File: src/verilog/tsu_pkg.sv
package tsu_pkg;

  //////////////////////////////////////////////////////////////////////
  // widths and fixed depths

  localparam int fclk_div_bits   = 3;   // foreign clock divider setting
  localparam int fclk_rst_bits   = 16;  // watchdog cycle count
  localparam int rat_prec_bits   = 32;  // phases and periods
  localparam int sample_times    = 2;   // synchronizer depth in clk cycles
  localparam int fifo_depth_bits = 2;   // log2 of mark fifo depth

  //////////////////////////////////////////////////////////////////////
  // shared structs

  // static configuration, held stable while rst_n is high
  typedef struct packed {
    logic [fclk_div_bits-1:0] fclk_div;       // 1 or even
    logic [fclk_rst_bits-1:0] fclk_rst_cycs;  // idle cycles before phase clear
    logic [rat_prec_bits-1:0] num;            // local clock period
    logic [rat_prec_bits-1:0] denom;          // foreign clock period
  } tsu_cfg_t;

  // one fifo slot per divided period
  typedef struct packed {
    logic                     valid;  // a mark was seen in that period
    logic [rat_prec_bits-1:0] phase;  // mark age at period end, foreign units
  } mark_entry_t;

  //////////////////////////////////////////////////////////////////////
  // wrapped compare

  // true when x sits less than half a turn to the right of y
  // on the number circle mod 2^rat_prec_bits
  function automatic logic right_of(
    input logic [rat_prec_bits-1:0] x,
    input logic [rat_prec_bits-1:0] y
  );
    logic [rat_prec_bits-1:0] diff;
    diff = x - y;                       // wraps naturally
    return ~diff[rat_prec_bits-1];      // sign bit clear means to the right
  endfunction

endpackage

File: src/verilog/edge_sampler.sv
`timescale 1ns/1ps

module edge_sampler (
  input  logic                                clk,
  input  logic                                rst_n,
  input  logic                                i_sfclk,     // divided foreign clock, async
  input  tsu_pkg::tsu_cfg_t                   i_cfg,
  output logic                                o_evt,       // one strobe per rising edge
  output logic [tsu_pkg::rat_prec_bits-1:0]   o_rawphase   // rational phase counter
);

  logic [tsu_pkg::sample_times-1:0]  sync_q;  // synchronizer chain
  logic                              samp;
  logic                              psamp_q;
  logic                              evt;
  logic [tsu_pkg::fclk_rst_bits-1:0] age_q;   // cycles since last event
  logic                              phase_clr;
  logic [tsu_pkg::rat_prec_bits-1:0] period;  // denom * div
  logic [tsu_pkg::rat_prec_bits-1:0] pcnt_d;
  logic [tsu_pkg::rat_prec_bits-1:0] pcnt_q;

  //////////////////////////////////////////////////////////////////////
  // sample and edge detect

  always_ff @(posedge clk or negedge rst_n) begin
    if (!rst_n) begin
      sync_q  <= '0;
      psamp_q <= 1'b0;
      o_evt   <= 1'b0;
    end else begin
      sync_q  <= {sync_q[tsu_pkg::sample_times-2:0], i_sfclk};
      psamp_q <= samp;
      o_evt   <= evt;         // registered copy for the datapath
    end
  end

  assign samp = sync_q[tsu_pkg::sample_times-1];
  assign evt  = samp & ~psamp_q;   // high after low is a rising edge

  //////////////////////////////////////////////////////////////////////
  // watchdog

  // restart the count once the foreign clock has gone quiet
  always_ff @(posedge clk or negedge rst_n) begin
    if (!rst_n) age_q <= '0;
    else if (evt) age_q <= '0;
    else          age_q <= age_q + 1'b1;
  end

  assign phase_clr = (age_q == i_cfg.fclk_rst_cycs);  // one cycle pulse

  //////////////////////////////////////////////////////////////////////
  // phase counter

  assign period = i_cfg.denom * i_cfg.fclk_div;

  // local time in, one divided foreign period out per edge
  always_comb begin
    if (phase_clr) pcnt_d = '0;
    else if (evt)  pcnt_d = pcnt_q - period + i_cfg.num;
    else           pcnt_d = pcnt_q + i_cfg.num;
  end

  always_ff @(posedge clk or negedge rst_n) begin
    if (!rst_n) pcnt_q <= '0;
    else        pcnt_q <= pcnt_d;
  end

  assign o_rawphase = pcnt_q;

endmodule

File: config.mk
export PLATFORM = sky130hd
export DESIGN_NAME = edge_sampler
export DESIGN_NICKNAME = d
export VERILOG_FILES = /design/src/verilog/tsu_pkg.sv /design/src/verilog/edge_sampler.sv
export SDC_FILE = /design/constraint.sdc
export NUM_CORES = 1
export LEC_CHECK = 0
export BUFFER_PORTS_ARGS = -buffer_cell sky130_fd_sc_hd__buf_2
export CAP_MARGIN = 15
export CORE_MARGIN = 10
export CORE_UTILIZATION = 48
export CTS_BUF_LIST = sky130_fd_sc_hd__clkbuf_4 sky130_fd_sc_hd__clkbuf_8
export CTS_CLUSTER_SIZE = 30
export DETAILED_ROUTE_END_ITERATION = 8
export HOLD_SLACK_MARGIN = 0.1
export PLACE_DENSITY_LB_ADDON = 0.15
export SYNTH_ARGS = -nofsm -noshare
export SYNTH_HDL_FRONTEND = slang
export SYNTH_SLANG_ARGS = --single-unit
File: constraint.sdc
create_clock -name clk -period 3.7 [get_ports clk]
set_input_delay 1.11 -clock clk [delete_from_list [all_inputs] [get_ports clk]]
set_output_delay 1.11 -clock clk [all_outputs]
set_load 0.005 [all_outputs]
==> metrics.txt <==
routed length per instance=roughly 17 um; Clock Path Buffers=2; Via density=between 5 and 6; Clock Skew=0.0181 ns; maximum fanout count along the critical path=5; site row count=47; area added between synthesis and finish=38.8%; unrepaired setup endpoints after global routing=yes; Detailed Place HPWL=19400 um; Async SR Flop Fraction=1.00; number of synthesized flops with an enable pin=0; Worst Path Class, Setup=in -> reg; final hold vios=0; cell types occupying the most area after synthesis=fa_1, dfrtp_1, ha_1; CP max stage cell=fa_1; max-capacitance violation count=0; hold_buf cts=0; depth of the CTS H-tree=2; delay of the slowest cell on the worst path=0.51 ns; Initial DRT Pass Iterations=6; number of vias in the routed layout=7673; placed cell area=around 0.010 mm^2; most common library cell in the layout ignoring fill and taps=buf_4; cell area after technology mapping=between 0.008 and 0.009 mm^2; worst-case hold slack=roughly 0.36 ns; Slew headroom=0.674; largest vdd supply drop=0.657 mV; status=complete, but fails checks; endpoint type of the worst setup path=flop; via count of the first global-routing pass=between 7000 and 8000; sum of overflow across all layers after global routing=0; fillers=approximately 1400; count of unresolved DRC violations after routing=0; class of the tightest hold or removal check=reg -> reg; Max Clk Rate=between 0.2 and 0.25 GHz; largest net degree at the start of global routing=23; Num CTS Buffers=5; failing checks=setup timing; number of antenna violations at the first check in global routing=0; total global-route track usage=0.216; net count reported at finish=about 1500; count of clock tree sinks=52; count of final setup violators=27; overall die width=around 150 um; fin util=0.679; total of flip-flops plus latches after synthesis=between 50 and 60; overall die height=150 um; area share of the largest cell type after synthesis=0.220; Initial Util=0.489; Final Cycle Share=1.26; yosys warns=0; Top cell by count, worst path=fa_1; number of ports placed on the die boundary=119; final design area excluding fillers=between 0.01 and 0.015 mm^2; total wire length after detailed routing=~25000 um; arrival time of data at the critical path endpoint=slightly below 5 ns; leakage=5.43 nW; largest area contributor in the netlist=fa_1; n_diodes=0; DRC violation total after the first TritonRoute iteration=470; clock insertion delay at the later pin of the skew report=about 0.35 ns; critical path required time=approximately 3.9 ns; max-slew violation count=0; cells traversed along the worst timing path=buf_12, buf_8, nand2_4, fa_1, fa_1, inv_1, fa_1, inv_2, ha_4, a21oi_4, o211ai_2, and3_4, o32a_4, a211oi_4, o21a_4, o21ai_2, xnor2_1, o22ai_1; Die Footprint=0.0225 mm^2; weighted congestion reported at the end of routability-driven placement=~0.93; Least-Margin Pin Slew=between 0.4 and 0.5 ns; setup slack after layout=-0.958 ns; post-synthesis area per instance=8.41 um^2; number of port buffers=between 100 and 150; area of the core=0.0166 mm^2; Primary FF master, synth=dfrtp_1; cells after synthesis=approximately 970; Power per Cell Area=between 1000 and 1500 mW/mm^2; clock tree from TritonCTS=yes; cell at the root of the clock tree=clkbuf_8; global-route wire length before repair=39300 um; Antenna Nets Post-Route=0; post-synthesis sequential area ratio=0.160; count of distinct cell types in the synthesized netlist=66; commonest cells after routing, fill and taps aside=buf_4, inv_1, buf_2, nand2_1, fa_1; shortest period the worst path allows=between 4 and 5 ns; Syn Nets=1206; critical path startpoint category=primary input; clock-pin transition on the worst setup and hold timing paths=~0.11 ns; proportion of layout cells with a drive suffix above 1=0.369
-- sequential cells by signal, indices dropped and copies added (netlist names) --
name,flops
psamp_q,1
sync_q,2
o_rawphase,32
o_evt,1
age_q,16
-- per-layer routing --
| metal | vias to the layer above | wire length, um | share of wire | track usage |
|---|---|---|---|---|
| met5 | - | 0 | 0 | 0 |
| li1 | 3733 | - | - | - |
| met4 | 0 | 310 | 0.013 | 0.0335 |
| met3 | 27 | 1360 | 0.055 | 0.0386 |
| met1 | 3708 | 11600 | 0.47 | 0.296 |
| met2 | 205 | 11400 | 0.46 | 0.355 |
-- cells by family (layout without fill, tap and decap cells) --
kind of cell | count (synthesis) | in the layout | share of synthesized area
simple gates | 276 | 276 | 0.158
xor+xnor | 84 | 84 | 0.0907
buf+inv | 185 | 468 | 0.0868
mux | 1 | 1 | 0.00123
compound gates | 212 | 212 | 0.182
fa+ha+maj | 155 | 155 | 0.321
flops | 52 | 52 | 0.160
-- worst paths after layout --
check | cells after the start | from | slack, ns | endpoint
worst min register to register | 0 | sync_q[0] | 0.36 | sync_q[1]
max in group asynchronous | 2 | rst_n | 2.45 | o_rawphase[25]
min in group asynchronous | 1 | rst_n | 0.62 | o_rawphase[12]
worst max register to register | 11 | o_rawphase[1] | 0.28 | o_rawphase[30]
worst min-delay path | 0 | sync_q[0] | 0.36 | sync_q[1]
worst max-delay path | 18 | i_cfg[80] | -0.96 | o_rawphase[30]
-- cell type report --
type,instances,area (um^2),share of cell area
inverters,159,597,0.0530
clock buffers,5,68.8,0.00611
multi-input cells,728,6810,0.605
clock inverters,3,28.8,0.00256
repair buffers,301,2180,0.194
flip-flops and latches,52,1300,0.116
well taps,220,275,0.0244
-- cells in the mapped netlist (all sizes together) (3+ instances only) --
master,number
inv,158
nand2,129
fa,89
a21oi,73
ha,66
xnor2,58
nor2,53
dfrtp,52
o21ai,41
xor2,26
and2,23
clkbuf,18
a211oi,16
nand4,15
a21o,14
o22ai,13
nand3,12
o21a,11
a31oi,10
nand2b,10
and3,9
buf,8
o211ai,7
nor2b,6
or3,6
a31o,5
nor3,4
o21bai,4
nor4,3
o31ai,3
or2,3
-- stage by stage --
stage	setup WS [ns]	total power, mW	cells	TNS, ns
after floorplan	-1.03	7.19	965	-18.24
after global placement	-1.47	10.1	1430	-33.50
after detailed placement	-1.55	10.2	1430	-33.99
after CTS	-0.961	11.6	1461	-18.89
after global routing	-1.06	13.5	1468	-22.41
final	-0.958	12.5	1468	-19.36
-- worst max-delay path, delay by kind of cell --
kind / cells / cell delay [ns]
fa+ha+maj: 4 / 1.74
compound gates: 7 / 1.30
buf+inv: 4 / 0.31
simple gates: 2 / 0.26
xor+xnor: 1 / 0.16
-- power breakdown --
part	internal, mW	leakage, nW	total, mW	switching, mW
Clock	0.144	0.0511	0.399	0.255
Sequential	0.791	0.644	0.986	0.195
Combinational	5.63	4.74	11.1	5.45
Total	6.56	5.43	12.5	5.90
-- what timing repair did --
item	4_1_cts	5_1_grt
cloned	1	0
resized for setup	83	60
buffers inserted	23	9
pin swaps	45	34
endpoints found under the setup margin	28	28
Note: power is estimated with default switching activity, not from simulation.
