<file path="src/verilog/tsu_pkg.sv">
package tsu_pkg;

  //////////////////////////////////////////////////////////////////////
  // widths and fixed depths

  localparam int fclk_div_bits   = 3;   // foreign clock divider setting
  localparam int fclk_rst_bits   = 16;  // watchdog cycle count
  localparam int rat_prec_bits   = 32;  // phases and periods
  localparam int sample_times    = 2;   // synchronizer depth in clk cycles
  localparam int fifo_depth_bits = 2;   // log2 of mark fifo depth

  //////////////////////////////////////////////////////////////////////
  // shared structs

  // static configuration, held stable while rst_n is high
  typedef struct packed {
    logic [fclk_div_bits-1:0] fclk_div;       // 1 or even
    logic [fclk_rst_bits-1:0] fclk_rst_cycs;  // idle cycles before phase clear
    logic [rat_prec_bits-1:0] num;            // local clock period
    logic [rat_prec_bits-1:0] denom;          // foreign clock period
  } tsu_cfg_t;

  // one fifo slot per divided period
  typedef struct packed {
    logic                     valid;  // a mark was seen in that period
    logic [rat_prec_bits-1:0] phase;  // mark age at period end, foreign units
  } mark_entry_t;

  //////////////////////////////////////////////////////////////////////
  // wrapped compare

  // true when x sits less than half a turn to the right of y
  // on the number circle mod 2^rat_prec_bits
  function automatic logic right_of(
    input logic [rat_prec_bits-1:0] x,
    input logic [rat_prec_bits-1:0] y
  );
    logic [rat_prec_bits-1:0] diff;
    diff = x - y;                       // wraps naturally
    return ~diff[rat_prec_bits-1];      // sign bit clear means to the right
  endfunction

endpackage

</file>
<file path="src/verilog/phase_window.sv">
`timescale 1ns/1ps

module phase_window (
  input  logic                                clk,
  input  logic                                rst_n,
  input  logic                                i_vernier_start,  // re-base strobe
  input  logic                                i_evt_d,          // entry is valid now
  input  logic [tsu_pkg::rat_prec_bits-1:0]   i_rawphase,
  input  tsu_pkg::mark_entry_t                i_entry,
  input  tsu_pkg::tsu_cfg_t                   i_cfg,
  output logic                                o_mark,           // one cycle strobe
  output logic [tsu_pkg::rat_prec_bits-1:0]   o_mark_phase      // age of the mark
);

  logic [tsu_pkg::rat_prec_bits-1:0] span;      // denom * div
  logic [tsu_pkg::rat_prec_bits-1:0] min0_q;
  logic [tsu_pkg::rat_prec_bits-1:0] min0_d;
  logic [tsu_pkg::rat_prec_bits-1:0] max0;      // min0 + span - 1
  logic                              max_up;
  logic                              min_dn;
  logic [tsu_pkg::rat_prec_bits-1:0] edge_age;
  logic [tsu_pkg::rat_prec_bits-1:0] lat_term;
  logic [tsu_pkg::rat_prec_bits-1:0] result;
  logic                              do_output;

  //////////////////////////////////////////////////////////////////////
  // window tracking

  // window is one divided period wide
  // all compares wrap, so plain < and > do not apply here
  assign span = i_cfg.denom * i_cfg.fclk_div;
  assign max0 = min0_q + span - 1'b1;

  always_comb begin
    max_up = tsu_pkg::right_of(i_rawphase, max0);    // ran past the top
    min_dn = tsu_pkg::right_of(min0_q, i_rawphase);  // ran past the bottom
  end

  always_comb begin
    min0_d = min0_q;
    if (i_vernier_start) begin
      min0_d = '0;
    end else if (max_up) begin
      min0_d = i_rawphase + 1'b1 - span;   // rawphase becomes the new max
    end else if (min_dn) begin
      min0_d = i_rawphase;                 // rawphase becomes the new min
    end
  end

  always_ff @(posedge clk or negedge rst_n) begin
    if (!rst_n) min0_q <= '0;
    else        min0_q <= min0_d;
  end

  //////////////////////////////////////////////////////////////////////
  // mark age

  // min0 moves a cycle late, so rawphase may sit just left of it
  assign edge_age = min_dn ? '0 : (i_rawphase - min0_q);

  // synchronizer stages plus the output register
  assign lat_term = i_cfg.num * (tsu_pkg::sample_times + 1);

  assign result = edge_age        // time since divided edge
                + i_entry.phase   // mark age before that edge
                + lat_term;

  assign do_output = i_evt_d & i_entry.valid;

  always_ff @(posedge clk or negedge rst_n) begin
    if (!rst_n) begin
      o_mark       <= 1'b0;
      o_mark_phase <= '0;
    end else begin
      o_mark <= do_output;
      if (do_output) o_mark_phase <= result;   // held between marks
    end
  end

endmodule

</file>
<file path="config.mk">
export PLATFORM = sky130hd
export DESIGN_NAME = phase_window
export DESIGN_NICKNAME = d
export VERILOG_FILES = /design/src/verilog/tsu_pkg.sv /design/src/verilog/phase_window.sv
export SDC_FILE = /design/constraint.sdc
export NUM_CORES = 1
export LEC_CHECK = 0
export BUFFER_PORTS_ARGS = -buffer_cell sky130_fd_sc_hd__clkbuf_2
export CAP_MARGIN = 20
export CELL_PAD_IN_SITES_DETAIL_PLACEMENT = 1
export CELL_PAD_IN_SITES_GLOBAL_PLACEMENT = 2
export CORE_UTILIZATION = 37
export CTS_BUF_LIST = sky130_fd_sc_hd__clkbuf_4 sky130_fd_sc_hd__clkbuf_8
export DETAILED_ROUTE_END_ITERATION = 10
export GPL_TIMING_DRIVEN = 0
export PLACE_DENSITY_LB_ADDON = 0.1
export SYNTH_ARGS = -nofsm -noshare
export SYNTH_HDL_FRONTEND = slang
export SYNTH_SLANG_ARGS = --single-unit
</file>
<file path="constraint.sdc">
create_clock -name clk -period 7.1 [get_ports clk]
set_input_delay 0.355 -clock clk [delete_from_list [all_inputs] [get_ports clk]]
set_output_delay 0.355 -clock clk [all_outputs]
set_load 0.02 [all_outputs]
</file>
==> summary.txt, run 1 <==
Result of the run - complete, no violations
Global placer's final weighted congestion - 0.844
Vias per inst - 5.23
Clock-pin transition on the worst setup and hold timing paths - 0.08 ns
Count of routing violations after the opening detailed-route iteration - 383
Type of element capturing the critical path - register
Global-route wire length before repair - 72500 um
Cell Area, Synth - 0.0147 mm^2
Clock latency on the worst-skew pair - 0.37 ns
Routed wirelength normalized by instance count - 17.8 um
Total inserted antenna cells - 0
Reported leakage power - 8.53 nW
Area taken by multi-input logic gates - 0.0125 mm^2
P&R area growth vs syn - 15.8%
Via count of the first global-routing pass - 13900
ANT nets after route - 0
Count of cells along the worst hold path - 2
Register-to-Register Path Depth - 24
Starting density of the core - 37.7%
Post-route fraction of the period consumed by the critical path - 96.6%
Syn_nets - 2311
Remaining routing DRC violations - 0
Final-report setup violation count - 0
Final-layout worst hold slack - 0.303 ns
Yosys warning count - 0
Share of flip-flops with an asynchronous set or reset after synthesis - 100%
Number of placement rows - 72
Area of the die - 0.0405 mm^2
Total of flip-flops plus latches after synthesis - 65
Worst vdd ir - 0.217 mV
Post-synth EDFFs - 0
Die W - 201 um
Initial antenna violation count - 0
Category of the worst setup path launch point - input port
First-pass iteration count of the detailed router - 4
Worst slack at placement - -1.41 ns
Slew Viols, Final - 0
Number of max-capacitance violations reported - 0
Crit path max-delay cell type - sky130_fd_sc_hd__fa_1
# H-tree levels - 3
Final #Nets - 2510
Synth unique cells - 74
Worst setup path start - i_cfg[80]
Synth Flop Type - sky130_fd_sc_hd__dfrtp_1
TritonCTS clock tree - done
Hold path startpoint - i_vernier_start
Total of buffers placed on input and output ports - 168
Max Fanout on Critical Path - 10
Sequential element share of the synthesized area - 11.1%
Final Hold Vio Count - 0
Post-route cell area - 0.0170 mm^2
Worst-Margin Slew - 0.769 ns
Reg-to-reg critical path startpoint - min0_q[23]
Number of top-level pins - 185
Maximum number of buffers from clock root to sink - 2
Global-route usage over all layers - 22.3%
Die boundary height - 201 um
Placed cell count - 2482
Achievable frequency - 0.146 GHz
Number of standard cells in the layout, taps in and fillers out - 2514
Largest clock skew in the final design - 0.0136 ns
Per-instance average area after synthesis - 8.18 um^2
Register area - 0.00163 mm^2
Maximum cell stage delay along the critical path - 0.59 ns
Critical path type - input port to register
CTS root buf - sky130_fd_sc_hd__clkbuf_8
Fin crit period - 6.86 ns
Required time of the critical path - 7.36 ns
Standard cell area after detailed placement - 0.0162 mm^2
Clock tree sinks - 65
Min-Delay Path Class - input port to register
Max-slew headroom at the worst pin - 48.0%
WL final - 44700 um
Half-perimeter wire length of the detailed placement result - 39300 um
Number of clock buffers inserted by TritonCTS - 9
Synthesized instance count - 1795
Setup WS post-layout - 0.238 ns
Fraction of final layout cells with drive strength greater than 1 - 14.6%
Filler cells - 4805
Maximum number of pins on one net before global-route repair - 63
Core outline area - 0.0389 mm^2
Total power density per cell area - 531 mW/mm^2
Via count of the routed design - 13100
Total congestion overflow after global routing - 0
Signal arrival time at the worst endpoint - 7.12 ns
layer usage:
| metal | part of all wire (%) | GRT usage [%] | vias to the layer above |
|---|---|---|---|
| met5 | 0 | 0 | - |
| met4 | 1.6 | 5.11 | 0 |
| met3 | 2.5 | 1.75 | 36 |
| met2 | 47 | 38.3 | 172 |
| met1 | 49 | 30.4 | 6302 |
| li1 | - | - | 6630 |
power breakdown:
| group | leakage, nW | total, mW | switching (mW) | internal (mW) |
|---|---|---|---|---|
| registers | 0.819 | 0.687 | 0.129 | 0.558 |
| clock network | 0.0850 | 0.284 | 0.146 | 0.138 |
| logic | 7.63 | 8.06 | 4.64 | 3.42 |
Yosys cell counts (19+ instances only):
cell	count	share of area (%)
sky130_fd_sc_hd__a21o_1	83	4.2
sky130_fd_sc_hd__a21oi_1	126	4.3
sky130_fd_sc_hd__a311oi_1	29	1.7
sky130_fd_sc_hd__and2_1	20	0.85
sky130_fd_sc_hd__clkbuf_1	40	1.0
sky130_fd_sc_hd__dfrtp_1	65	11
sky130_fd_sc_hd__fa_1	119	16
sky130_fd_sc_hd__ha_1	245	21
sky130_fd_sc_hd__inv_1	194	5.0
sky130_fd_sc_hd__nand2_1	229	5.9
sky130_fd_sc_hd__nand3_1	34	1.2
sky130_fd_sc_hd__nand4_1	20	0.85
sky130_fd_sc_hd__nor2_1	97	2.5
sky130_fd_sc_hd__nor2b_1	19	0.81
sky130_fd_sc_hd__nor3_1	51	1.7
sky130_fd_sc_hd__o21ai_0	90	3.1
sky130_fd_sc_hd__o21bai_1	23	1.2
sky130_fd_sc_hd__xnor2_1	59	3.5
sky130_fd_sc_hd__xor2_1	45	2.7
state kept, by name, summed over array words and instances (netlist names):
name / cells
o_mark_phase: 32
o_mark: 1
min0_q: 32
logic make-up after synthesis:
logic type      synth area share [%]
mux                            0.716
flops                           11.1
simple gates                    17.3
compound gates                  20.7
buf+inv                         6.47
xor+xnor                        6.58
fa+ha+maj                       37.1
worst max-delay path, delay by kind of cell:
family | cells | cell delay [ns]
AOI/OAI and AO/OA | 11 | 2.23
adders and majority gates | 6 | 2.29
buffers and inverters | 6 | 0.82
and+or+nand+nor | 8 | 1.42
metrics by stage:
stage	utilization [%]	setup TNS (ns)	total power [mW]
finish	43.7	0	9.03
detailed placement	41.6	-48.18	7.91
global placement	41.6	-45.70	7.74
CTS	42.4	-0.0219	8.38
global route	43.7	-1.34	10.0
floorplan	-	0	5.97
cell usage in the layout, fill, tap and decap left out, types with 7 or more instances in the layout:
master	netlist	final
sky130_fd_sc_hd__o21bai_1	23	22
sky130_fd_sc_hd__o211ai_1	14	14
sky130_fd_sc_hd__ha_1	245	242
sky130_fd_sc_hd__a21oi_1	126	123
sky130_fd_sc_hd__dfrtp_1	65	65
sky130_fd_sc_hd__nor2_1	97	96
sky130_fd_sc_hd__a31oi_1	8	8
sky130_fd_sc_hd__o21ai_0	90	85
sky130_fd_sc_hd__xnor2_1	59	57
sky130_fd_sc_hd__nor3_2	1	12
sky130_fd_sc_hd__o21ai_1	3	7
sky130_fd_sc_hd__xor2_1	45	43
sky130_fd_sc_hd__nand3b_1	9	9
sky130_fd_sc_hd__inv_1	194	194
sky130_fd_sc_hd__and2_1	20	20
sky130_fd_sc_hd__buf_4	0	17
sky130_fd_sc_hd__fa_1	119	118
sky130_fd_sc_hd__nor3_1	51	39
sky130_fd_sc_hd__nand2b_1	13	13
sky130_fd_sc_hd__nor2b_1	19	19
sky130_fd_sc_hd__nand2_1	229	229
sky130_fd_sc_hd__o22ai_1	8	8
sky130_fd_sc_hd__a21o_1	83	82
sky130_fd_sc_hd__or3_1	8	7
sky130_fd_sc_hd__o21a_1	14	14
sky130_fd_sc_hd__and3_1	12	12
sky130_fd_sc_hd__clkbuf_2	1	171
sky130_fd_sc_hd__clkbuf_1	40	31
sky130_fd_sc_hd__a311oi_1	29	28
sky130_fd_sc_hd__nand3_1	34	32
sky130_fd_sc_hd__clkbuf_8	0	10
sky130_fd_sc_hd__nand4_1	20	20
worst paths after layout:
path                       slack, ns                to
setup / recovery                0.24         min0_q[3]
hold / removal                  0.30        min0_q[21]
setup reg to reg                0.45  o_mark_phase[30]
hold reg to reg                 0.48  o_mark_phase[10]
max in group asynchronous       6.23        min0_q[27]
min in group asynchronous       0.35   o_mark_phase[1]
final cells by class:
type                    count  area share, %
well taps                 518           3.81
repair buffers            190           6.36
plain buffers              49           1.66
clock buffers              12          0.898
inverters                 194           4.28
flip-flops and latches     65           9.56
clock inverters             1         0.0294
multi-input cells        1485           73.4
what timing repair did:
action	4_1_cts	5_1_grt
setup endpoints to repair	45	43
resized for setup	28	75
gates cloned	0	1
pin swaps	6	35
endpoints found under the hold margin	3	0
hold buffers	1	0
buffers inserted	4	15
(Power assumes the default switching activity.)
==> run 2, diff against run 1 <==
PLACE_DENSITY = 0.83   (was not set)
PLACE_DENSITY_LB_ADDON = not set   (was 0.1)
==> summary.txt, run 2 (synthesis results as in run 1) <==
Core outline area - 0.0389 mm^2 (unchanged)
Final Hold Vio Count - 0 (unchanged)
Total inserted antenna cells - 0 (unchanged)
Signal arrival time at the worst endpoint - 7.08 ns (-0.04 ns)
Initial antenna violation count - 0 (unchanged)
Max Fanout on Critical Path - 10 (unchanged)
Maximum number of buffers from clock root to sink - 2 (unchanged)
Most frequent standard cell in the layout excluding fill and tap cells - sky130_fd_sc_hd__ha_1
Critical path depth - 31 (unchanged)
Critical path type - input port to register
Largest clock skew in the final design - 0.0122 ns (-0.00144 ns)
ANT nets after route - 0 (unchanged)
CTS root buf - sky130_fd_sc_hd__clkbuf_8
WL final - 43900 um (-1.7%)
Result of the run - complete, no violations
Crit Reg-Reg Endpoint - o_mark_phase[30]
Via count of the routed design - 13200 (+0.34%)
Setup slack, reg-to-reg - 0.40 ns (-0.05 ns)
Reg-to-reg critical path startpoint - min0_q[23]
Die W - 201 um (unchanged)
Maximum number of pins on one net before global-route repair - 35 (-44%)
Remaining routing DRC violations - 0 (unchanged)
Number of buffer and inverter stages on the critical path - 5 (-1)
Global placer's final weighted congestion - 0.867 (+2.7%)
Clock tree sinks - 65 (unchanged)
Achievable frequency - 0.147 GHz (+0.60%)
TritonCTS clock tree - done
Final #Nets - 2502 (-0.32%)
Number of top-level pins - 185 (unchanged)
Largest registers - min0_q: 32 flops, o_mark_phase: 32 flops, o_mark: 1 flops
Most prevalent standard cell on the critical path - sky130_fd_sc_hd__a21o_1
Reported leakage power - 8.47 nW (-0.70%)
Via count of the first global-routing pass - 13900 (+0.072%)
P&R area growth vs syn - 14.5%
Total of buffers placed on input and output ports - 168 (unchanged)
Commonest non-fill, non-tap cells in the layout - 243 x sky130_fd_sc_hd__ha_1, 229 x sky130_fd_sc_hd__nand2_1, 194 x sky130_fd_sc_hd__inv_1, 171 x sky130_fd_sc_hd__clkbuf_2, 124 x sky130_fd_sc_hd__a21oi_1
Global-route usage over all layers - 22.0% (-0.30 points)
First-pass iteration count of the detailed router - 5 (+1)
Number of standard cells in the layout, taps in and fillers out - 2509 (-0.20%)
Number of max-capacitance violations reported - 0 (unchanged)
Global-route wire length before repair - 72100 um (-0.55%)
Worst vdd ir - 0.277 mV (+27%)
Required time of the critical path - 7.36 ns (about the same)
Filler cells - 4795 (-0.21%)
Number of placement rows - 72 (unchanged)
Clock-pin transition on the worst setup and hold timing paths - 0.07 ns (about the same)
Count of routing violations after the opening detailed-route iteration - 361 (-5.7%)
Register-to-Register Path Depth - 25 (+4.2%)
Number of clock buffers inserted by TritonCTS - 9 (unchanged)
Die boundary height - 201 um (unchanged)
Type of element capturing the critical path - register
Vias per inst - 5.26 (+0.54%)
Post-route fraction of the period consumed by the critical path - 96.1% (-0.57 points)
Placed cell count - 2482 (unchanged)
Fin crit period - 6.82 ns (-0.0407 ns)
Fraction of final layout cells with drive strength greater than 1 - 14.0% (-0.57 points)
Crit path max-delay cell type - sky130_fd_sc_hd__fa_1
Critical path endpoint - min0_q[24]
Total design power - 8.67 mW (-4.0%)
Min-Delay Path Class - input port to register
RSZ-0062 raised after global routing - no
Slew Viols, Final - 0 (unchanged)
Half-perimeter wire length of the detailed placement result - 39100 um (-0.56%)
Kind of cell adding the most delay to the critical path - compound AO/OA/AOI/OAI gates
Total congestion overflow after global routing - 0 (unchanged)
Max-slew headroom at the worst pin - 51.5% (+3.4 points)
Worst-Margin Slew - 0.728 ns (-0.0409 ns)
# H-tree levels - 3 (unchanged)
Clock latency on the worst-skew pair - 0.37 ns (about the same)
Category of the worst setup path launch point - input port
Routed wirelength normalized by instance count - 17.5 um (-1.5%)
Final-report setup violation count - 0 (unchanged)
Worst setup path start - i_cfg[80]
Area of the die - 0.0405 mm^2 (unchanged)
Maximum cell stage delay along the critical path - 0.54 ns (-0.05 ns)
Total power density per cell area - 515 mW/mm^2 (-2.9%)
Starting density of the core - 37.7% (unchanged)
-- run 2: cell count changes in the layout (fill, tap and decap cells not counted), sizes merged --
cell	before	now
clkinv	1	2
clkbuf	218	219
buf	32	24
bufinv	0	1
-- run 2: worst min path at each step --
stage	startpoint	to	slack, ns	depth (start not counted)
final	i_vernier_start	min0_q[23]	0.29	2
after CTS	i_vernier_start	min0_q[21]	0.27	2
after global placement	o_mark_phase[18]	o_mark_phase[18]	0.46	2
after floorplan	rst_n	min0_q[0]	0.06	0
after global routing	i_vernier_start	min0_q[23]	0.28	2
after detailed placement	rst_n	o_mark_phase[2]	0.35	1
-- run 2: layer usage --
metal / part of all wire (%) / GRT usage [%] / wire, um / vias up
li1: - / - / - / 6619
met1: 48 / 29.9 / 21100 / 6353
met2: 48 / 38.3 / 21000 / 187
met3: 2.5 / 1.77 / 1120 / 26
met4: 1.5 / 4.25 / 643 / 0
met5: 0 / 0 / 0 / -
-- run 2: power by group --
part	switching, mW	internal, mW	total [mW]	leakage (nW)
Sequential	0.130	0.558	0.688	0.819
Combinational	4.49	3.16	7.65	7.54
Clock	0.149	0.183	0.331	0.108
-- run 2: repair_timing --
item,4_1_cts,5_1_grt
pin swaps,7,11
gates cloned,0,1
gates resized for setup,36,43
setup buffers,5,6
hold buffers,1,0
hold endpoints to repair,31,0
endpoints found under the setup margin,43,39
-- run 2: final cells by class --
cell class | count | area (um^2) | area share, %
well taps | 518 | 648 | 3.85
inverters | 194 | 728 | 4.33
multi-input cells | 1485 | 12400 | 73.6
repair buffers | 182 | 967 | 5.75
clock buffers | 13 | 160 | 0.953
clock inverters | 3 | 40.0 | 0.238
plain buffers | 49 | 264 | 1.57
flip-flops and latches | 65 | 1630 | 9.67
-- run 2: through the flow --
stage | cell area (um^2) | TNS, ns | hold WS [ns] | setup slack (ns) | util (%)
6_report | 16800 | 0 | 0.290 | 0.279 | 43.2
5_1_grt | 16800 | 0 | 0.279 | 0.00293 | 43.2
4_1_cts | 16600 | 0 | 0.270 | 0.00807 | 42.6
3_5_place_dp | 16200 | -49.72 | 0.353 | -1.47 | 41.6
3_3_place_gp | 16200 | -44.16 | 0.462 | -1.32 | 41.6
2_1_floorplan | 14700 | 0 | 0.0594 | 0.309 | -
==> run 3, diff against run 2 <==
CORE_UTILIZATION = 40   (was 37)
MAX_ROUTING_LAYER = met4   (was not set)
PLACE_DENSITY = 0.89   (was 0.83)
clock period = 8.59 ns   (was 7.1 ns; I/O delays follow)
==> summary.txt, run 3 (synthesis results as in run 1) <==
Area of the die - 0.0375 mm^2 (-7.4%)
Max-slew headroom at the worst pin - 45.6% (-5.8 points)
Clock tree sinks - 65 (unchanged)
Final #Nets - 2492 (-0.40%)
Kind of cell adding the most delay to the critical path - compound AO/OA/AOI/OAI gates
Crit path max-delay cell type - sky130_fd_sc_hd__fa_1
Maximum number of buffers from clock root to sink - 2 (unchanged)
CTS root buf - sky130_fd_sc_hd__clkbuf_8
Clock-pin transition on the worst setup and hold timing paths - 0.08 ns (about the same)
Filler cells - 4445 (-7.3%)
Post-route cell area - 0.0163 mm^2 (-2.9%)
Remaining routing DRC violations - 0 (unchanged)
Number of placement rows - 69 (-4.2%)
Global placer's final weighted congestion - 0.875 (+0.91%)
Maximum number of pins on one net before global-route repair - 65 (+86%)
Max Fanout on Critical Path - 10 (unchanged)
Routed wirelength normalized by instance count - 17.9 um (+2.5%)
Worst hold endpoint - min0_q[21]
Commonest non-fill, non-tap cells in the layout - 245 x sky130_fd_sc_hd__ha_1, 229 x sky130_fd_sc_hd__nand2_1, 194 x sky130_fd_sc_hd__inv_1, 168 x sky130_fd_sc_hd__clkbuf_2, 126 x sky130_fd_sc_hd__a21oi_1
Relative contribution of the clock network to total power - 3.7% (about the same)
Total of buffers placed on input and output ports - 168 (unchanged)
Number of clock buffers inserted by TritonCTS - 9 (unchanged)
ANT nets after route - 0 (unchanged)
Number of top-level pins - 185 (unchanged)
Worst-Margin Slew - 0.804 ns (+0.0764 ns)
Critical path type - input port to register
Signal arrival time at the worst endpoint - 8.23 ns (+1.15 ns)
Final-report setup violation count - 0 (unchanged)
Area taken by multi-input logic gates - 0.0121 mm^2 (-2.1%)
Min-Delay Path Class - input port to register
Register area - 0.00163 mm^2 (unchanged)
Fraction of final layout cells with drive strength greater than 1 - 11.4% (-2.7 points)
Via count of the routed design - 13300 (+0.72%)
Starting density of the core - 41.0% (+3.3 points)
Net Sw Frac - 56.0% (+0.98 points)
Core outline area - 0.0358 mm^2 (-7.9%)
First-pass iteration count of the detailed router - 6 (+1)
Die W - 194 um (-3.8%)
Achievable frequency - 0.125 GHz
Total design power - 6.80 mW (-22%)
Number of standard cells in the layout, taps in and fillers out - 2443 (-2.6%)
RSZ-0062 raised after global routing - no
Via count of the first global-routing pass - 14000 (+0.82%)
Final Hold Vio Count - 0 (unchanged)
Global-route usage over all layers - 24.5% (+2.5 points)
Largest clock skew in the final design - 0.0113 ns (-0.000900 ns)
Standard cell area after detailed placement - 0.0161 mm^2 (-0.39%)
Part of the total power dissipated in sequential elements - 8.3% (+0.4 points)
Type of element capturing the critical path - register
Placed cell count - 2425 (-2.3%)
Count of cells along the worst hold path - 2 (unchanged)
Number of buffer and inverter stages on the critical path - 4 (-1)
Most frequent standard cell in the layout excluding fill and tap cells - sky130_fd_sc_hd__ha_1
Vias per inst - 5.44 (+3.4%)
Hold path startpoint - i_vernier_start
Slew Viols, Final - 0 (unchanged)
TritonCTS clock tree - done
Proportion of power drawn by combinational gates - 88.0% (-0.2 points)
Setup slack, reg-to-reg - 0.98 ns (+0.58 ns)
Fin crit period - 7.99 ns
Reg-to-reg critical path startpoint - min0_q[23]
Register-to-Register Path Depth - 24 (-4.0%)
Total power density per cell area - 416 mW/mm^2 (-19%)
Reported leakage power - 8.32 nW (-1.8%)
Crit Reg-Reg Endpoint - o_mark_phase[31]
Clock latency on the worst-skew pair - 0.37 ns (about the same)
Required time of the critical path - 8.83 ns (+1.47 ns)
Most prevalent standard cell on the critical path - sky130_fd_sc_hd__a21o_1
Power Internal - 2.99 mW (-23%)
Number of max-capacitance violations reported - 0 (unchanged)
Sw Pwr - 3.81 mW (-20%)
Result of the run - complete, no violations
Category of the worst setup path launch point - input port
Initial antenna violation count - 1 (+1)
Post-route fraction of the period consumed by the critical path - 93.0%
Largest registers - min0_q: 32 flops, o_mark_phase: 32 flops, o_mark: 1 flops
Post-CTS Repair Setup Buffers - 0 (-5)
Worst vdd ir - 0.179 mV (-35%)
Die boundary height - 194 um (-3.8%)
Total congestion overflow after global routing - 0 (unchanged)
Global-route wire length before repair - 72100 um (about the same)
Maximum cell stage delay along the critical path - 0.54 ns (about the same)
# H-tree levels - 3 (unchanged)
Count of routing violations after the opening detailed-route iteration - 420 (+16%)
Half-perimeter wire length of the detailed placement result - 39100 um (+0.17%)
WL final - 43800 um (-0.22%)
P&R area growth vs syn - 11.2%
==> run 3: changes by cell type in the layout (fill, tap and decap cells not counted), moves of 4 or more <==
cell	delta
sky130_fd_sc_hd__nor3_1	+5
sky130_fd_sc_hd__a211oi_1	+4
sky130_fd_sc_hd__buf_4	-12
sky130_fd_sc_hd__nor3_2	-5
sky130_fd_sc_hd__a311oi_1	+7
sky130_fd_sc_hd__buf_6	-4
sky130_fd_sc_hd__clkbuf_1	+9
sky130_fd_sc_hd__clkbuf_4	-4
sky130_fd_sc_hd__a311oi_2	-7
sky130_fd_sc_hd__o21ai_0	+4
==> run 3: through the flow <==
step                hold slack [ns]  setup WS, ns  util (%)  setup TNS, ns
floorplan                     0.134          1.72         -              0
global placement              0.463         0.208      45.0              0
detailed placement            0.254       -0.0855      45.0         -0.105
CTS                           0.328         0.297      45.6              0
global route                  0.340       0.00122      45.6              0
finish                        0.356         0.598      45.6              0
==> run 3: area by class of cell <==
class                           instances  share of cell area [%]
Multi-Input combinational cell       1485                    74.2
Sequential cell                        65                    9.96
Timing Repair Buffer                  170                    5.39
Inverter                              194                    4.46
Tap cell                              461                    3.53
Buffer                                 51                    1.36
Clock buffer                           13                    1.02
Clock inverter                          3                  0.0919
Antenna cell                            1                  0.0153
==> run 3: how the worst max path moves through the flow <==
stage | startpoint | to | slack (ns) | depth (start not counted)
4_1_cts | i_cfg[80] | min0_q[0] | 0.30 | 31
3_3_place_gp | i_cfg[80] | min0_q[3] | 0.21 | 31
3_5_place_dp | i_cfg[80] | min0_q[0] | -0.09 | 31
6_report | i_cfg[80] | min0_q[0] | 0.60 | 31
5_1_grt | i_cfg[80] | min0_q[0] | 0.001 | 31
2_1_floorplan | i_cfg[80] | min0_q[19] | 1.72 | 30
==> run 3: power by group through the flow <==
stage	clock, mW	combinational [mW]	sequential, mW
global placement	0	5.71	0.567
CTS	0.256	6.02	0.570
floorplan	0	4.30	0.636
detailed placement	0	5.97	0.577
global route	0.266	6.72	0.590
finish	0.249	5.99	0.568
==> run 3: worst register-to-register path: stages (launching register included) <==
cell	delay, ns
sky130_fd_sc_hd__dfrtp_1	0.46
sky130_fd_sc_hd__ha_1	0.45
sky130_fd_sc_hd__and3_1	0.26
sky130_fd_sc_hd__nand2_1	0.08
sky130_fd_sc_hd__nor3_1	0.38
sky130_fd_sc_hd__and3_1	0.31
sky130_fd_sc_hd__o21ai_0	0.17
sky130_fd_sc_hd__and3_1	0.21
sky130_fd_sc_hd__clkbuf_1	0.20
sky130_fd_sc_hd__xnor2_1	0.56
sky130_fd_sc_hd__clkbuf_1	0.51
sky130_fd_sc_hd__clkbuf_1	0.38
sky130_fd_sc_hd__nor2_1	0.16
sky130_fd_sc_hd__fa_1	0.50
sky130_fd_sc_hd__ha_1	0.38
sky130_fd_sc_hd__a21o_1	0.19
sky130_fd_sc_hd__a21o_1	0.17
sky130_fd_sc_hd__a21oi_1	0.22
sky130_fd_sc_hd__nor4bb_1	0.46
sky130_fd_sc_hd__a211oi_1	0.21
sky130_fd_sc_hd__o21ai_0	0.46
sky130_fd_sc_hd__nand4_1	0.14
sky130_fd_sc_hd__a21oi_1	0.20
sky130_fd_sc_hd__xnor3_1	0.30
sky130_fd_sc_hd__o21ai_0	0.16
==> run 3: routing by layer <==
layer	routed length, um	vias up	track usage (%)
met1	20800	6447	31.7
met5	0	-	-
li1	-	6605	-
met4	679	0	5.04
met3	1200	29	1.91
met2	21200	199	41.9
==> run 3: what timing repair did <==
action,CTS,global route
hold endpoints to repair,1,0
hold buffers,1,0
resized for setup,0,1
endpoints found under the setup margin,0,26
